<file path="src/source/brch_pkg.sv">
package brch_pkg;

   // dispatch group shape
   localparam int DISP_WIDTH   = 4;   // slots per group
   localparam int MAX_BRCH_GRP = 2;   // branches kept per group

   typedef logic [65:0] inst_t;       // raw dispatched word
   typedef logic [5:0]  brch_tag_t;   // branch tag
   typedef logic [6:0]  rob_pos_t;    // reorder pointer

   // one checkpoint entry, tag in the upper bits
   typedef struct packed
   {
      brch_tag_t tag;
      rob_pos_t  pos;
   } ckpt_t;

   // everything that arrives with a group
   typedef struct packed
   {
      inst_t [DISP_WIDTH-1:0]  inst;      // slot 0 in the low word
      logic  [DISP_WIDTH-1:0]  valid;     // pr_need_inst
      brch_tag_t               base_tag;  // tag of slot 0
      rob_pos_t                base_pos;  // rob pos of first valid slot
   } disp_grp_t;

   // up to two branches picked out of a group
   typedef struct packed
   {
      ckpt_t      ck0;   // oldest branch
      ckpt_t      ck1;   // second one
      logic [1:0] cnt;   // 0..2
   } brch_cand_t;

endpackage
</file>
<file path="src/source/brch_unit_top.sv">
module brch_unit_top import brch_pkg::*;
#(
   parameter int BRCH_DEPTH = 2
)
(
   input  logic                   clk,
   input  logic                   rst_n,
   input  inst_t                  inst0,
   input  inst_t                  inst1,
   input  inst_t                  inst2,
   input  inst_t                  inst3,
   input  logic [DISP_WIDTH-1:0]  pr_need_inst,
   input  brch_tag_t              nxt_indx,
   input  rob_pos_t               curr_pos,
   input  logic                   mis_pred,
   input  brch_tag_t              brch_mis_indx,
   input  logic                   cmt_brch,
   input  brch_tag_t              cmt_brch_indx,
   output logic                   flush,
   output rob_pos_t               flush_pos,
   output logic                   all_nop,
   output logic                   brch_stall
);

   localparam int PTR_W = $clog2(BRCH_DEPTH);

   disp_grp_t              grp;
   brch_cand_t             cand;
   logic [PTR_W-1:0]       wr_ptr;
   logic [1:0]             wr_cnt;
   logic [PTR_W-1:0]       head;
   logic [BRCH_DEPTH-1:0]  entry_valid;
   ckpt_t [BRCH_DEPTH-1:0] entries;
   logic                   cmt_hit;
   logic                   mis_hit;
   logic [PTR_W-1:0]       mis_idx;

   // slot 0 goes in the low word
   assign grp.inst     = {inst3, inst2, inst1, inst0};
   assign grp.valid    = pr_need_inst;
   assign grp.base_tag = nxt_indx;
   assign grp.base_pos = curr_pos;

   brch_detect brch_detect_i
   (
      .grp  (grp),
      .cand (cand)
   );

   brch_ctrl #(.BRCH_DEPTH(BRCH_DEPTH)) brch_ctrl_i
   (
      .clk         (clk),
      .rst_n       (rst_n),
      .cand_cnt    (cand.cnt),
      .mis_pred    (mis_pred),
      .mis_hit     (mis_hit),
      .mis_idx     (mis_idx),
      .cmt_hit     (cmt_hit),
      .wr_ptr      (wr_ptr),
      .wr_cnt      (wr_cnt),
      .head        (head),
      .entry_valid (entry_valid),
      .flush       (flush),
      .all_nop     (all_nop),
      .brch_stall  (brch_stall)
   );

   brch_ckpt_store #(.BRCH_DEPTH(BRCH_DEPTH)) brch_ckpt_store_i
   (
      .clk     (clk),
      .rst_n   (rst_n),
      .cand    (cand),
      .wr_ptr  (wr_ptr),
      .wr_cnt  (wr_cnt),
      .entries (entries)
   );

   brch_flush_match #(.BRCH_DEPTH(BRCH_DEPTH)) brch_flush_match_i
   (
      .entries       (entries),
      .entry_valid   (entry_valid),
      .head          (head),
      .mis_pred      (mis_pred),
      .brch_mis_indx (brch_mis_indx),
      .cmt_brch      (cmt_brch),
      .cmt_brch_indx (cmt_brch_indx),
      .flush_pos     (flush_pos),
      .mis_hit       (mis_hit),
      .mis_idx       (mis_idx),
      .cmt_hit       (cmt_hit)
   );

endmodule

</file>
<file path="src/source/brch_ctrl.sv">
module brch_ctrl import brch_pkg::*;
#(
   parameter int BRCH_DEPTH = 2
)
(
   input  logic                            clk,
   input  logic                            rst_n,
   input  logic [1:0]                      cand_cnt,
   input  logic                            mis_pred,
   input  logic                            mis_hit,
   input  logic [$clog2(BRCH_DEPTH)-1:0]   mis_idx,
   input  logic                            cmt_hit,
   output logic [$clog2(BRCH_DEPTH)-1:0]   wr_ptr,
   output logic [1:0]                      wr_cnt,
   output logic [$clog2(BRCH_DEPTH)-1:0]   head,
   output logic [BRCH_DEPTH-1:0]           entry_valid,
   output logic                            flush,
   output logic                            all_nop,
   output logic                            brch_stall
);

   localparam int PTR_W = $clog2(BRCH_DEPTH);
   localparam int CNT_W = $clog2(BRCH_DEPTH + 1);   // occupancy reaches BRCH_DEPTH

   logic [PTR_W-1:0] tail;      // next free slot
   logic [CNT_W-1:0] occ;       // live entries
   logic [CNT_W-1:0] free_cnt;
   logic [PTR_W-1:0] trunc_len; // entries older than the mispredicted one
   logic [PTR_W-1:0] offs;      // distance of an entry from head

   assign free_cnt = CNT_W'(BRCH_DEPTH) - occ;

   // grant what fits; mispredict kills the whole group
   always_comb
   begin
      if (mis_pred)
         wr_cnt = 2'd0;
      else if (CNT_W'(cand_cnt) > free_cnt)
         wr_cnt = 2'(free_cnt);   // extra branches dropped
      else
         wr_cnt = cand_cnt;
   end

   assign wr_ptr    = tail;
   assign trunc_len = mis_idx - head;   // wraps mod depth

   always_ff @(posedge clk or negedge rst_n)
   begin
      if (!rst_n)
      begin
         head <= '0;
         tail <= '0;
         occ  <= '0;
      end
      else if (mis_pred)
      begin
         if (mis_hit)
         begin
            tail <= mis_idx;              // drop matching entry and younger
            occ  <= CNT_W'(trunc_len);
         end
      end
      else
      begin
         tail <= tail + PTR_W'(wr_cnt);
         head <= head + PTR_W'(cmt_hit);  // pop oldest on commit
         occ  <= occ + CNT_W'(wr_cnt) - CNT_W'(cmt_hit);
      end
   end

   // entry i is live when it sits within occ slots of head
   always_comb
   begin
      offs = '0;
      for (int i = 0; i < BRCH_DEPTH; i++)
      begin
         offs           = PTR_W'(i) - head;
         entry_valid[i] = CNT_W'(offs) < occ;
      end
   end

   // front end should hold when a full group might not fit
   assign brch_stall = free_cnt < CNT_W'(MAX_BRCH_GRP);

   assign flush   = mis_pred;   // same cycle, no register
   assign all_nop = mis_pred;

endmodule

</file>
<file path="src/source/brch_flush_match.sv">
module brch_flush_match import brch_pkg::*;
#(
   parameter int BRCH_DEPTH = 2
)
(
   input  ckpt_t [BRCH_DEPTH-1:0]          entries,
   input  logic  [BRCH_DEPTH-1:0]          entry_valid,
   input  logic  [$clog2(BRCH_DEPTH)-1:0]  head,
   input  logic                            mis_pred,
   input  brch_tag_t                       brch_mis_indx,
   input  logic                            cmt_brch,
   input  brch_tag_t                       cmt_brch_indx,
   output rob_pos_t                        flush_pos,
   output logic                            mis_hit,
   output logic  [$clog2(BRCH_DEPTH)-1:0]  mis_idx,
   output logic                            cmt_hit
);

   localparam int PTR_W = $clog2(BRCH_DEPTH);

   logic [PTR_W-1:0] idx;   // entry under test

   // scan youngest to oldest so the oldest hit is the one that sticks
   always_comb
   begin
      mis_hit   = 1'b0;
      mis_idx   = '0;
      flush_pos = '0;   // stays zero with no mispredict
      idx       = '0;
      for (int i = BRCH_DEPTH - 1; i >= 0; i--)
      begin
         idx = head + PTR_W'(i);
         if (mis_pred && entry_valid[idx] && (entries[idx].tag == brch_mis_indx))
         begin
            mis_hit   = 1'b1;
            mis_idx   = idx;
            flush_pos = entries[idx].pos;
         end
      end
   end

   // commits retire in order, so only the head can match
   assign cmt_hit = cmt_brch && entry_valid[head] && (entries[head].tag == cmt_brch_indx);

endmodule

</file>
<file path="src/source/brch_ckpt_store.sv">
module brch_ckpt_store import brch_pkg::*;
#(
   parameter int BRCH_DEPTH = 2
)
(
   input  logic                            clk,
   input  logic                            rst_n,
   input  brch_cand_t                      cand,
   input  logic [$clog2(BRCH_DEPTH)-1:0]   wr_ptr,
   input  logic [1:0]                      wr_cnt,
   output ckpt_t [BRCH_DEPTH-1:0]          entries
);

   localparam int PTR_W = $clog2(BRCH_DEPTH);

   logic [PTR_W-1:0] wr_ptr_p1;   // second lane slot

   assign wr_ptr_p1 = wr_ptr + 1'b1;   // wraps, depth is a power of two

   // circular array, lane 0 at tail, lane 1 right after it
   always_ff @(posedge clk or negedge rst_n)
   begin
      if (!rst_n)
      begin
         entries <= '0;
      end
      else
      begin
         for (int i = 0; i < BRCH_DEPTH; i++)
         begin
            if ((wr_cnt != 2'd0) && (wr_ptr == PTR_W'(i)))
               entries[i] <= cand.ck0;
            else if ((wr_cnt == 2'd2) && (wr_ptr_p1 == PTR_W'(i)))
               entries[i] <= cand.ck1;   // only when both lanes granted
         end
      end
   end

endmodule

</file>
<file path="src/source/brch_detect.sv">
module brch_detect import brch_pkg::*;
(
   input  disp_grp_t  grp,
   output brch_cand_t cand
);

   localparam int VCNT_W = $clog2(DISP_WIDTH + 1);   // wide enough for all slots valid

   logic [DISP_WIDTH-1:0] is_brch;   // per slot branch flag
   logic [VCNT_W-1:0]     vcnt;      // valid slots seen so far
   logic [1:0]            found;     // branches picked so far
   ckpt_t                 slot_ck;   // checkpoint of current slot

   // branch class lives in bits 31:30, anything nonzero is a branch
   always_comb
   begin
      for (int k = 0; k < DISP_WIDTH; k++)
      begin
         is_brch[k] = grp.valid[k] && (grp.inst[k][31:30] != 2'b00);
      end
   end

   // walk slots in order, picking first two branches
   always_comb
   begin
      cand    = '0;
      vcnt    = '0;
      found   = 2'd0;
      slot_ck = '0;
      for (int k = 0; k < DISP_WIDTH; k++)
      begin
         slot_ck.tag = grp.base_tag + brch_tag_t'(k);   // tag per slot, not per branch
         slot_ck.pos = grp.base_pos + rob_pos_t'(vcnt); // prefix count of valid slots
         if (is_brch[k])
         begin
            if (found == 2'd0)
               cand.ck0 = slot_ck;
            else if (found == 2'd1)
               cand.ck1 = slot_ck;
            // third and later branches are not recorded
            if (found < 2'(MAX_BRCH_GRP))
               found = found + 2'd1;   // saturates at 2
         end
         vcnt = vcnt + VCNT_W'(grp.valid[k]);
      end
      cand.cnt = found;
   end

endmodule

</file>
<file path="config.mk">
export PLATFORM = sky130hd
export DESIGN_NAME = brch_unit_top
export DESIGN_NICKNAME = d
export VERILOG_FILES = /design/src/source/brch_pkg.sv /design/src/source/brch_unit_top.sv /design/src/source/brch_ctrl.sv /design/src/source/brch_flush_match.sv /design/src/source/brch_ckpt_store.sv /design/src/source/brch_detect.sv
export SDC_FILE = /design/constraint.sdc
export NUM_CORES = 1
export LEC_CHECK = 0
export BUFFER_PORTS_ARGS = -buffer_cell sky130_fd_sc_hd__buf_2
export CAP_MARGIN = 20
export CORE_AREA = 5 5 115 117
export CTS_CLUSTER_SIZE = 14
export DETAILED_ROUTE_END_ITERATION = 10
export DIE_AREA = 0 0 120 122
export PLACE_DENSITY = 0.65
export SKIP_LAST_GASP = 1
export SYNTH_ARGS = -nofsm -noshare
export SYNTH_HDL_FRONTEND = slang
export SYNTH_SLANG_ARGS = --single-unit
export TNS_END_PERCENT = 100
</file>
<file path="constraint.sdc">
create_clock -name clk -period 3.6 [get_ports clk]
set_clock_uncertainty 0.05 [all_clocks]
set_input_delay 0.18 -clock clk [delete_from_list [all_inputs] [get_ports clk]]
set_output_delay 0.18 -clock clk [all_outputs]
set_load 0.01 [all_outputs]
</file>
**Yosys cells after proc, flatten, opt, wreduce, memory -nomap -nowiden**

Index checks and enable logic that the tools add are counted.

- Output and inout bits: 10
- Register bits after elaboration: 30
- Input port bits: 297
- Logic and storage cells: 115

- Add/subtract/negate cells: 21
- Equal/unequal tests: 8
- Reduce and logical (&&, ||, !) cells: 24
- Order comparisons: 9
- Bitwise operators: 2
- Muxes and demuxes: 44

Operator list:

| operator | count |
|---|---|
| 13-bit 2-to-1 mux | 18 |
| 26-bit 2-to-1 mux | 3 |
| 2-bit 2-to-1 mux | 10 |
| 6-bit equality test | 3 |
| 7-bit by 3-bit adder with 7-bit output | 2 |
| 1-bit logical AND | 14 |
| 7-bit 2-to-1 mux | 2 |
| 2-bit nonzero test | 7 |
| 6-bit by 2-bit adder with 6-bit output, second input constant | 2 |
| 1-bit 2-to-1 mux | 11 |
| 7-bit by 1-bit adder with 7-bit output | 1 |
| 6-bit by 1-bit adder with 6-bit output, second input constant | 1 |
| 2-bit zero test | 3 |
| 1-bit by 2-bit < comparator with 1-bit output, second input constant | 3 |
| 2-bit < comparator, second input constant | 3 |
| 2-bit by 1-bit adder with 2-bit output, second input constant | 2 |
| 2-bit by 1-bit equality test with 1-bit output, second input constant | 2 |
| 1-bit by 2-bit < comparator with 1-bit output | 2 |
| 3-bit by 1-bit adder with 3-bit output | 1 |
| 1-bit adder | 2 |
| 1-bit adder, second input constant | 2 |
| 1-bit by 1-bit adder with 2-bit output | 1 |
| 1-bit by 1-bit adder with 2-bit output, second input constant | 1 |
| 2-bit adder | 1 |
| other kinds (9) | 11 |

**Logic depth before layout (Yosys ltp)**

- Depth after elaboration: 19
- Depth in mapped cells: 20
- Gate-level depth less buffers: 17

**By module**

A second synthesis with hierarchy kept.

- Cell total of the unflattened synthesis: 506
- Area total of the unflattened synthesis: 4316.6 µm²

Modules (own cells, without submodules):

| module | cells each | sequential area each (µm²) | area each (µm²) | instances |
|---|---|---|---|---|
| brch_detect | 240 | 0.0 | 1664.1 | 1 |
| brch_ckpt_store | 150 | 650.6 | 1657.8 | 1 |
| brch_flush_match | 73 | 0.0 | 604.3 | 1 |
| brch_ctrl | 43 | 100.1 | 390.4 | 1 |

**Worst setup path after synthesis**

Ideal clock, no wire load.

- Path type: in2reg
- Start point: input inst0[31]
- End point: register brch_ctrl_i.occ[1]
- Setup slack: -0.411 ns
- Buffers on the path: 3
- Data arrival time: 3.826 ns
- Required time: 3.415 ns
- Library setup time: 0.135 ns
- Cell stages on the path: 20
- Cells stage by stage: o21ai_2 > clkbuf_1 > nor2_1 > nor2_1 > ha_1 > o211a_1 > clkbuf_1 > a21oi_1 > ha_1 > nor2_1 > a2bb2oi_1 > nand2_1 > a221o_1 > buf_2 > xor2_1 > ha_1 > xnor2_1 > xnor2_1 > xnor2_1 > o22ai_1

- Longest elaborated chain between the ends: 18
- Elaborated cells on any way between the ends: 21
- Those cells by class: add/sub (5); order compare (4); mux (10); reduce/logical (2)

RTL lines:

| element | RTL line | source |
|---|---|---|
| from (decl) | brch_unit_top.sv:8 | `input inst_t inst0,` |
| 2-bit nonzero test (*) | brch_detect.sv:19 | `is_brch[k] = grp.valid[k] && (grp.inst[k][31:30] != 2'b00);` |
| 1-bit logical AND (*) | brch_detect.sv:19 |  |
| 1-bit 2-to-1 mux (*) | brch_detect.sv:34 | `if (is_brch[k])` |
| 1-bit by 2-bit < comparator with 1-bit output / 1-bit by 1-bit adder with 2-bit output (equally long branches) | brch_detect.sv:41, brch_detect.sv:42 |  |
| 2-bit 2-to-1 mux | brch_detect.sv:41 | `if (found < 2'(MAX_BRCH_GRP))` |
| 2-bit 2-to-1 mux (*) | brch_detect.sv:34 |  |
| 2-bit by 1-bit adder with 2-bit output / 2-bit < comparator (equally long branches) | brch_detect.sv:42, brch_detect.sv:41 |  |
| 2-bit 2-to-1 mux | brch_detect.sv:41 |  |
| [2 not listed] | n/a |  |
| 2-bit 2-to-1 mux | brch_detect.sv:41 |  |
| 2-bit 2-to-1 mux (*) | brch_detect.sv:34 |  |
| 2-bit greater-than comparator | brch_ctrl.sv:38 | `else if (CNT_W'(cand_cnt) > free_cnt)` |
| 2-bit 2-to-1 mux (*) | brch_ctrl.sv:38 |  |
| 2-bit 2-to-1 mux (*) | brch_ctrl.sv:36 | `if (mis_pred)` |
| 2-bit adder (*) | brch_ctrl.sv:67 | `occ <= occ + CNT_W'(wr_cnt) - CNT_W'(cmt_hit);` |
| 2-bit by 1-bit subtractor with 2-bit output (*) | brch_ctrl.sv:67 |  |
| 2-bit 2-to-1 mux (*) | brch_ctrl.sv:55 | `else if (mis_pred)` |
| to (signal assigned) | brch_ctrl.sv:60 | `occ <= CNT_W'(trunc_len);` |
| to (signal assigned) | brch_ctrl.sv:67 |  |
| to (decl) | brch_ctrl.sv:26 | `logic [CNT_W-1:0] occ;` |

Every way passes the cells marked *; elsewhere a longest branch is shown, timed or not.
A chain may end at the register's enable or synchronous reset.

**Worst setup path after layout**

- Start point: input inst2[31]
- End point: register brch_ctrl_i.occ[1]

- Longest elaborated chain between the ends: 12
- Elaborated cells on any way between the ends: 13
- Those cells by class: add/sub (3); order compare (2); mux (6); reduce/logical (2)

RTL lines:

| element | RTL line | source |
|---|---|---|
| from (decl) | brch_unit_top.sv:10 | `input inst_t inst2,` |
| 2-bit nonzero test (*) | brch_detect.sv:19 |  |
| 1-bit logical AND (*) | brch_detect.sv:19 |  |
| 2-bit 2-to-1 mux (*) | brch_detect.sv:34 |  |
| 2-bit by 1-bit adder with 2-bit output / 2-bit < comparator (equally long branches) | brch_detect.sv:42, brch_detect.sv:41 |  |
| 2-bit 2-to-1 mux | brch_detect.sv:41 |  |
| 2-bit 2-to-1 mux (*) | brch_detect.sv:34 |  |
| 2-bit greater-than comparator | brch_ctrl.sv:38 |  |
| 2-bit 2-to-1 mux (*) | brch_ctrl.sv:38 |  |
| 2-bit 2-to-1 mux (*) | brch_ctrl.sv:36 |  |
| 2-bit adder (*) | brch_ctrl.sv:67 |  |
| 2-bit by 1-bit subtractor with 2-bit output (*) | brch_ctrl.sv:67 |  |
| 2-bit 2-to-1 mux (*) | brch_ctrl.sv:55 |  |

Marks and branches as above.

==> flow_summary.toml <==
[cts]
cts-buffers-inserted = 5
clk_pin_slew_ns = 0.05
clkSinkCount = 30
ctsHtreeMaxLevel = 2
cts-resized-gates = 0
clock_latency_ns = 0.27
cts_tree = "done"
cts_root_buf = "clkbuf_16"
clockBufferDepth = 2

[finish]
area_growth_syn_to_layout_pct = 16.1
drive_gt1_share_pct = 18.8
final_common_cell = "nand2_1"
num-fill-cells = 1259
final_cells = 686
diodes = 0
mostFrequentLayoutCells = "nand2_1, buf_2, nor2_1"
fin_nets = 856

[worst_setup_path]
crit_type = "in2reg"
r2r_setup_slack_ns = 0.52
rr_startpoint = "brch_ctrl_i.head$_DFFE_PN0N_"
cp_max_fo = 4
cp-start-kind = "input pin"
r2r_end = "brch_ctrl_i.wr_ptr$_DFFE_PN0P_"
r2r_cells = 7
endpoint_kind = "flop"
worstPathArrival_ns = 3.44
worstPathRequired_ns = 3.70

[power]
pwr-share-seq_pct = 24.7
switching_power_mw = 1.17
clkPwrFrac_pct = 15.1
switching_share_pct = 43.7
p_total_mw = 2.68
cellInternalPower_mw = 1.51
ir_drop_mv = 0.273
p_leak_nw = 1.82
p_comb_share_pct = 60.1
power_density_nw_per_um2 = 603

[synth]
synth_compound_area_share_pct = 34.4
ys_seq_area_share_pct = 19.6
synthesis.nets = 809
synthAdderAreaFrac_pct = 8.41
syn_area_um2 = 3840
syn_avg_cell_area_um2 = 7.86
synth_xor_area_share_pct = 8.67
yosys_most_used_dff = "dfrtp_1"
synthSimpleGateAreaFrac_pct = 16.9
ys_types = 70
ys_ff_latch = 30
synth-edff-count = 0
async_flop_share_pct = 100
synthCells = 488
muxShareOfSynthArea_pct = 5.54
synth_top_family_by_area = "compound AO/OA/AOI/OAI gates"
ys.warnings.count = 0

[placed_design]
gp_congestion = 0.897
post-dp-hpwl_um = 8990
dp.cells = 677
place_ws_ns = 0.0313
port_buffers = 50

[timing]
setup_ws_ns = 0.255
post-route-min-period_ns = 3.35
rsz0062_at_grt = "false"
finalCritPeriodShare_pct = 92.9
slew_headroom_pct = 54.8
setup_viol = 0
worst-slew-pin-transition_ns = 0.676
slew_violations = 0
whs_ns = 0.257
fmax_mhz = 299
hold_violations = 0

[min_path]
whs_path_depth = 2
holdPathEnd = "brch_ctrl_i.occ[1]$_DFFE_PN0P_"
min_from = "mis_pred"
min_path_type = "in2reg"

[floorplanning]
start_util_pct = 31.3
rows = 41
die_h_um = 122
io_pins = 307
fp.coreArea_um2 = 12300
fp.dieW_um = 120
die-area_um2 = 14600

[global_routing]
grt_pass1_wl_um = 18700
antenna_found_initial = 2
grt_max_degree = 31
grt_pass1_vias = 3681
overflow = 0
track_usage_pct = 15.5

[detailed_routing]
postRouteAntennaNets = 0
wirelength_um = 11400
drc = 0
drtIter0Drc = 417
num_vias = 3939
post_drt_wl_per_cell_um = 16.6
viasPerCell = 5.74
first_pass_iters = 5

[flow_run]
drv_cap = 0

[outcome]
status = "complete, no violations"
[power groups by stage]
stage / combinational, mW / clock (mW) / sequential (mW)
floorplan: 1.26 / 0 / 0.591
global placement: 1.56 / 0 / 0.658
detailed placement: 1.60 / 0 / 0.669
CTS: 1.61 / 0.414 / 0.663
global route: 1.79 / 0.427 / 0.686
finish: 1.61 / 0.406 / 0.664
[metrics by stage]
stage	setup TNS [ns]	utilization, %	area (um2)
global placement	0	35.0	4300
CTS	0	36.3	4450
finish	0	36.3	4450
detailed placement	0	35.0	4300
floorplan	-0.0925	-	3880
global route	0	36.3	4450
[kinds of logic after synthesis]
group                    count (synthesis)
AO/OA/AOI/OAI                          182
XOR/XNOR                                38
adder cells (fa/ha/maj)                 24
buffers and inverters                   54
flip-flops                              30
multiplexers                            20
AND/OR/NAND/NOR                        140
[layout make-up]
type                            instances  area, um2  share of cell area (%)
Multi-Input combinational cell        404       2860                    64.1
Clock inverter                          1       5.00                   0.112
Tap cell                              150        188                    4.21
Inverter                               19       71.3                    1.60
Sequential cell                        30        751                    16.9
Clock buffer                            7        143                    3.20
Timing Repair Buffer                   75        440                    9.89
[routing by layer]
metal  up-vias  GRT usage (%)  part of all wire [%]
met5         -              0                  0.18
met2       160           23.2                    43
li1       1916              -                     -
met4         4           3.79                   1.2
met1      1839           23.0                    49
met3        20           2.83                   7.1
[state kept, by name (all words and copies together) (netlist names)]
| signal | count |
|---|---|
| brch_ckpt_store_i.entries | 26 |
| brch_ctrl_i.occ | 2 |
| brch_ctrl_i.head | 1 |
| brch_ctrl_i.wr_ptr | 1 |
[how the worst max path moves through the flow]
stage	start	to	cells after the start
after floorplan	inst0[30]	brch_ctrl_i.occ[1]$_DFFE_PN0P_	20
after global placement	inst2[31]	brch_ctrl_i.occ[1]$_DFFE_PN0P_	18
after detailed placement	inst2[31]	brch_ctrl_i.occ[1]$_DFFE_PN0P_	18
after CTS	brch_ctrl_i.head$_DFFE_PN0N_	flush_pos[1]	8
after global routing	inst2[31]	brch_ctrl_i.occ[1]$_DFFE_PN0P_	18
final	inst2[31]	brch_ctrl_i.occ[1]$_DFFE_PN0P_	18
[worst max-delay path: stages]
cell and delay, ns:
buf_2 0.11, o21a_1 0.24, o21ai_1 0.24, o21ai_2 0.11
ha_2 0.20, o211a_1 0.15, a21oi_1 0.22, ha_1 0.29
nor2_1 0.12, a2bb2oi_2 0.18, nand2_1 0.09, a221o_1 0.37
xor2_1 0.18, ha_1 0.19, xnor2_1 0.18, xnor2_1 0.16
xnor2_1 0.14, o22ai_1 0.09
[synthesized netlist by cell type, drive strengths merged (5+ instances only)]
cell	count	area, um2
xnor2	28	245
dfrtp	30	751
nor2	38	143
a21oi	37	185
o21ai	36	188
a221oi	13	114
o221a	9	101
a211oi	8	72.6
ha	21	263
o21a	9	67.6
nor3	11	55.1
o211ai	6	45.0
nand2b	8	50.1
o22ai	5	31.3
o2bb2ai	6	52.6
mux2i	16	168
clkbuf	17	63.8
buf	18	115
a22oi	12	110
a21o	6	45.0
inv	18	67.6
nand2	54	203
xor2	10	87.6
nand3	10	50.1
[what timing repair did]
item                       4_1_cts  5_1_grt
buffers inserted                 0        0
hold endpoints to repair        30        0
setup endpoints to repair        0        1
hold buffers                     1        0
Note: power is estimated with default switching activity, not from simulation.
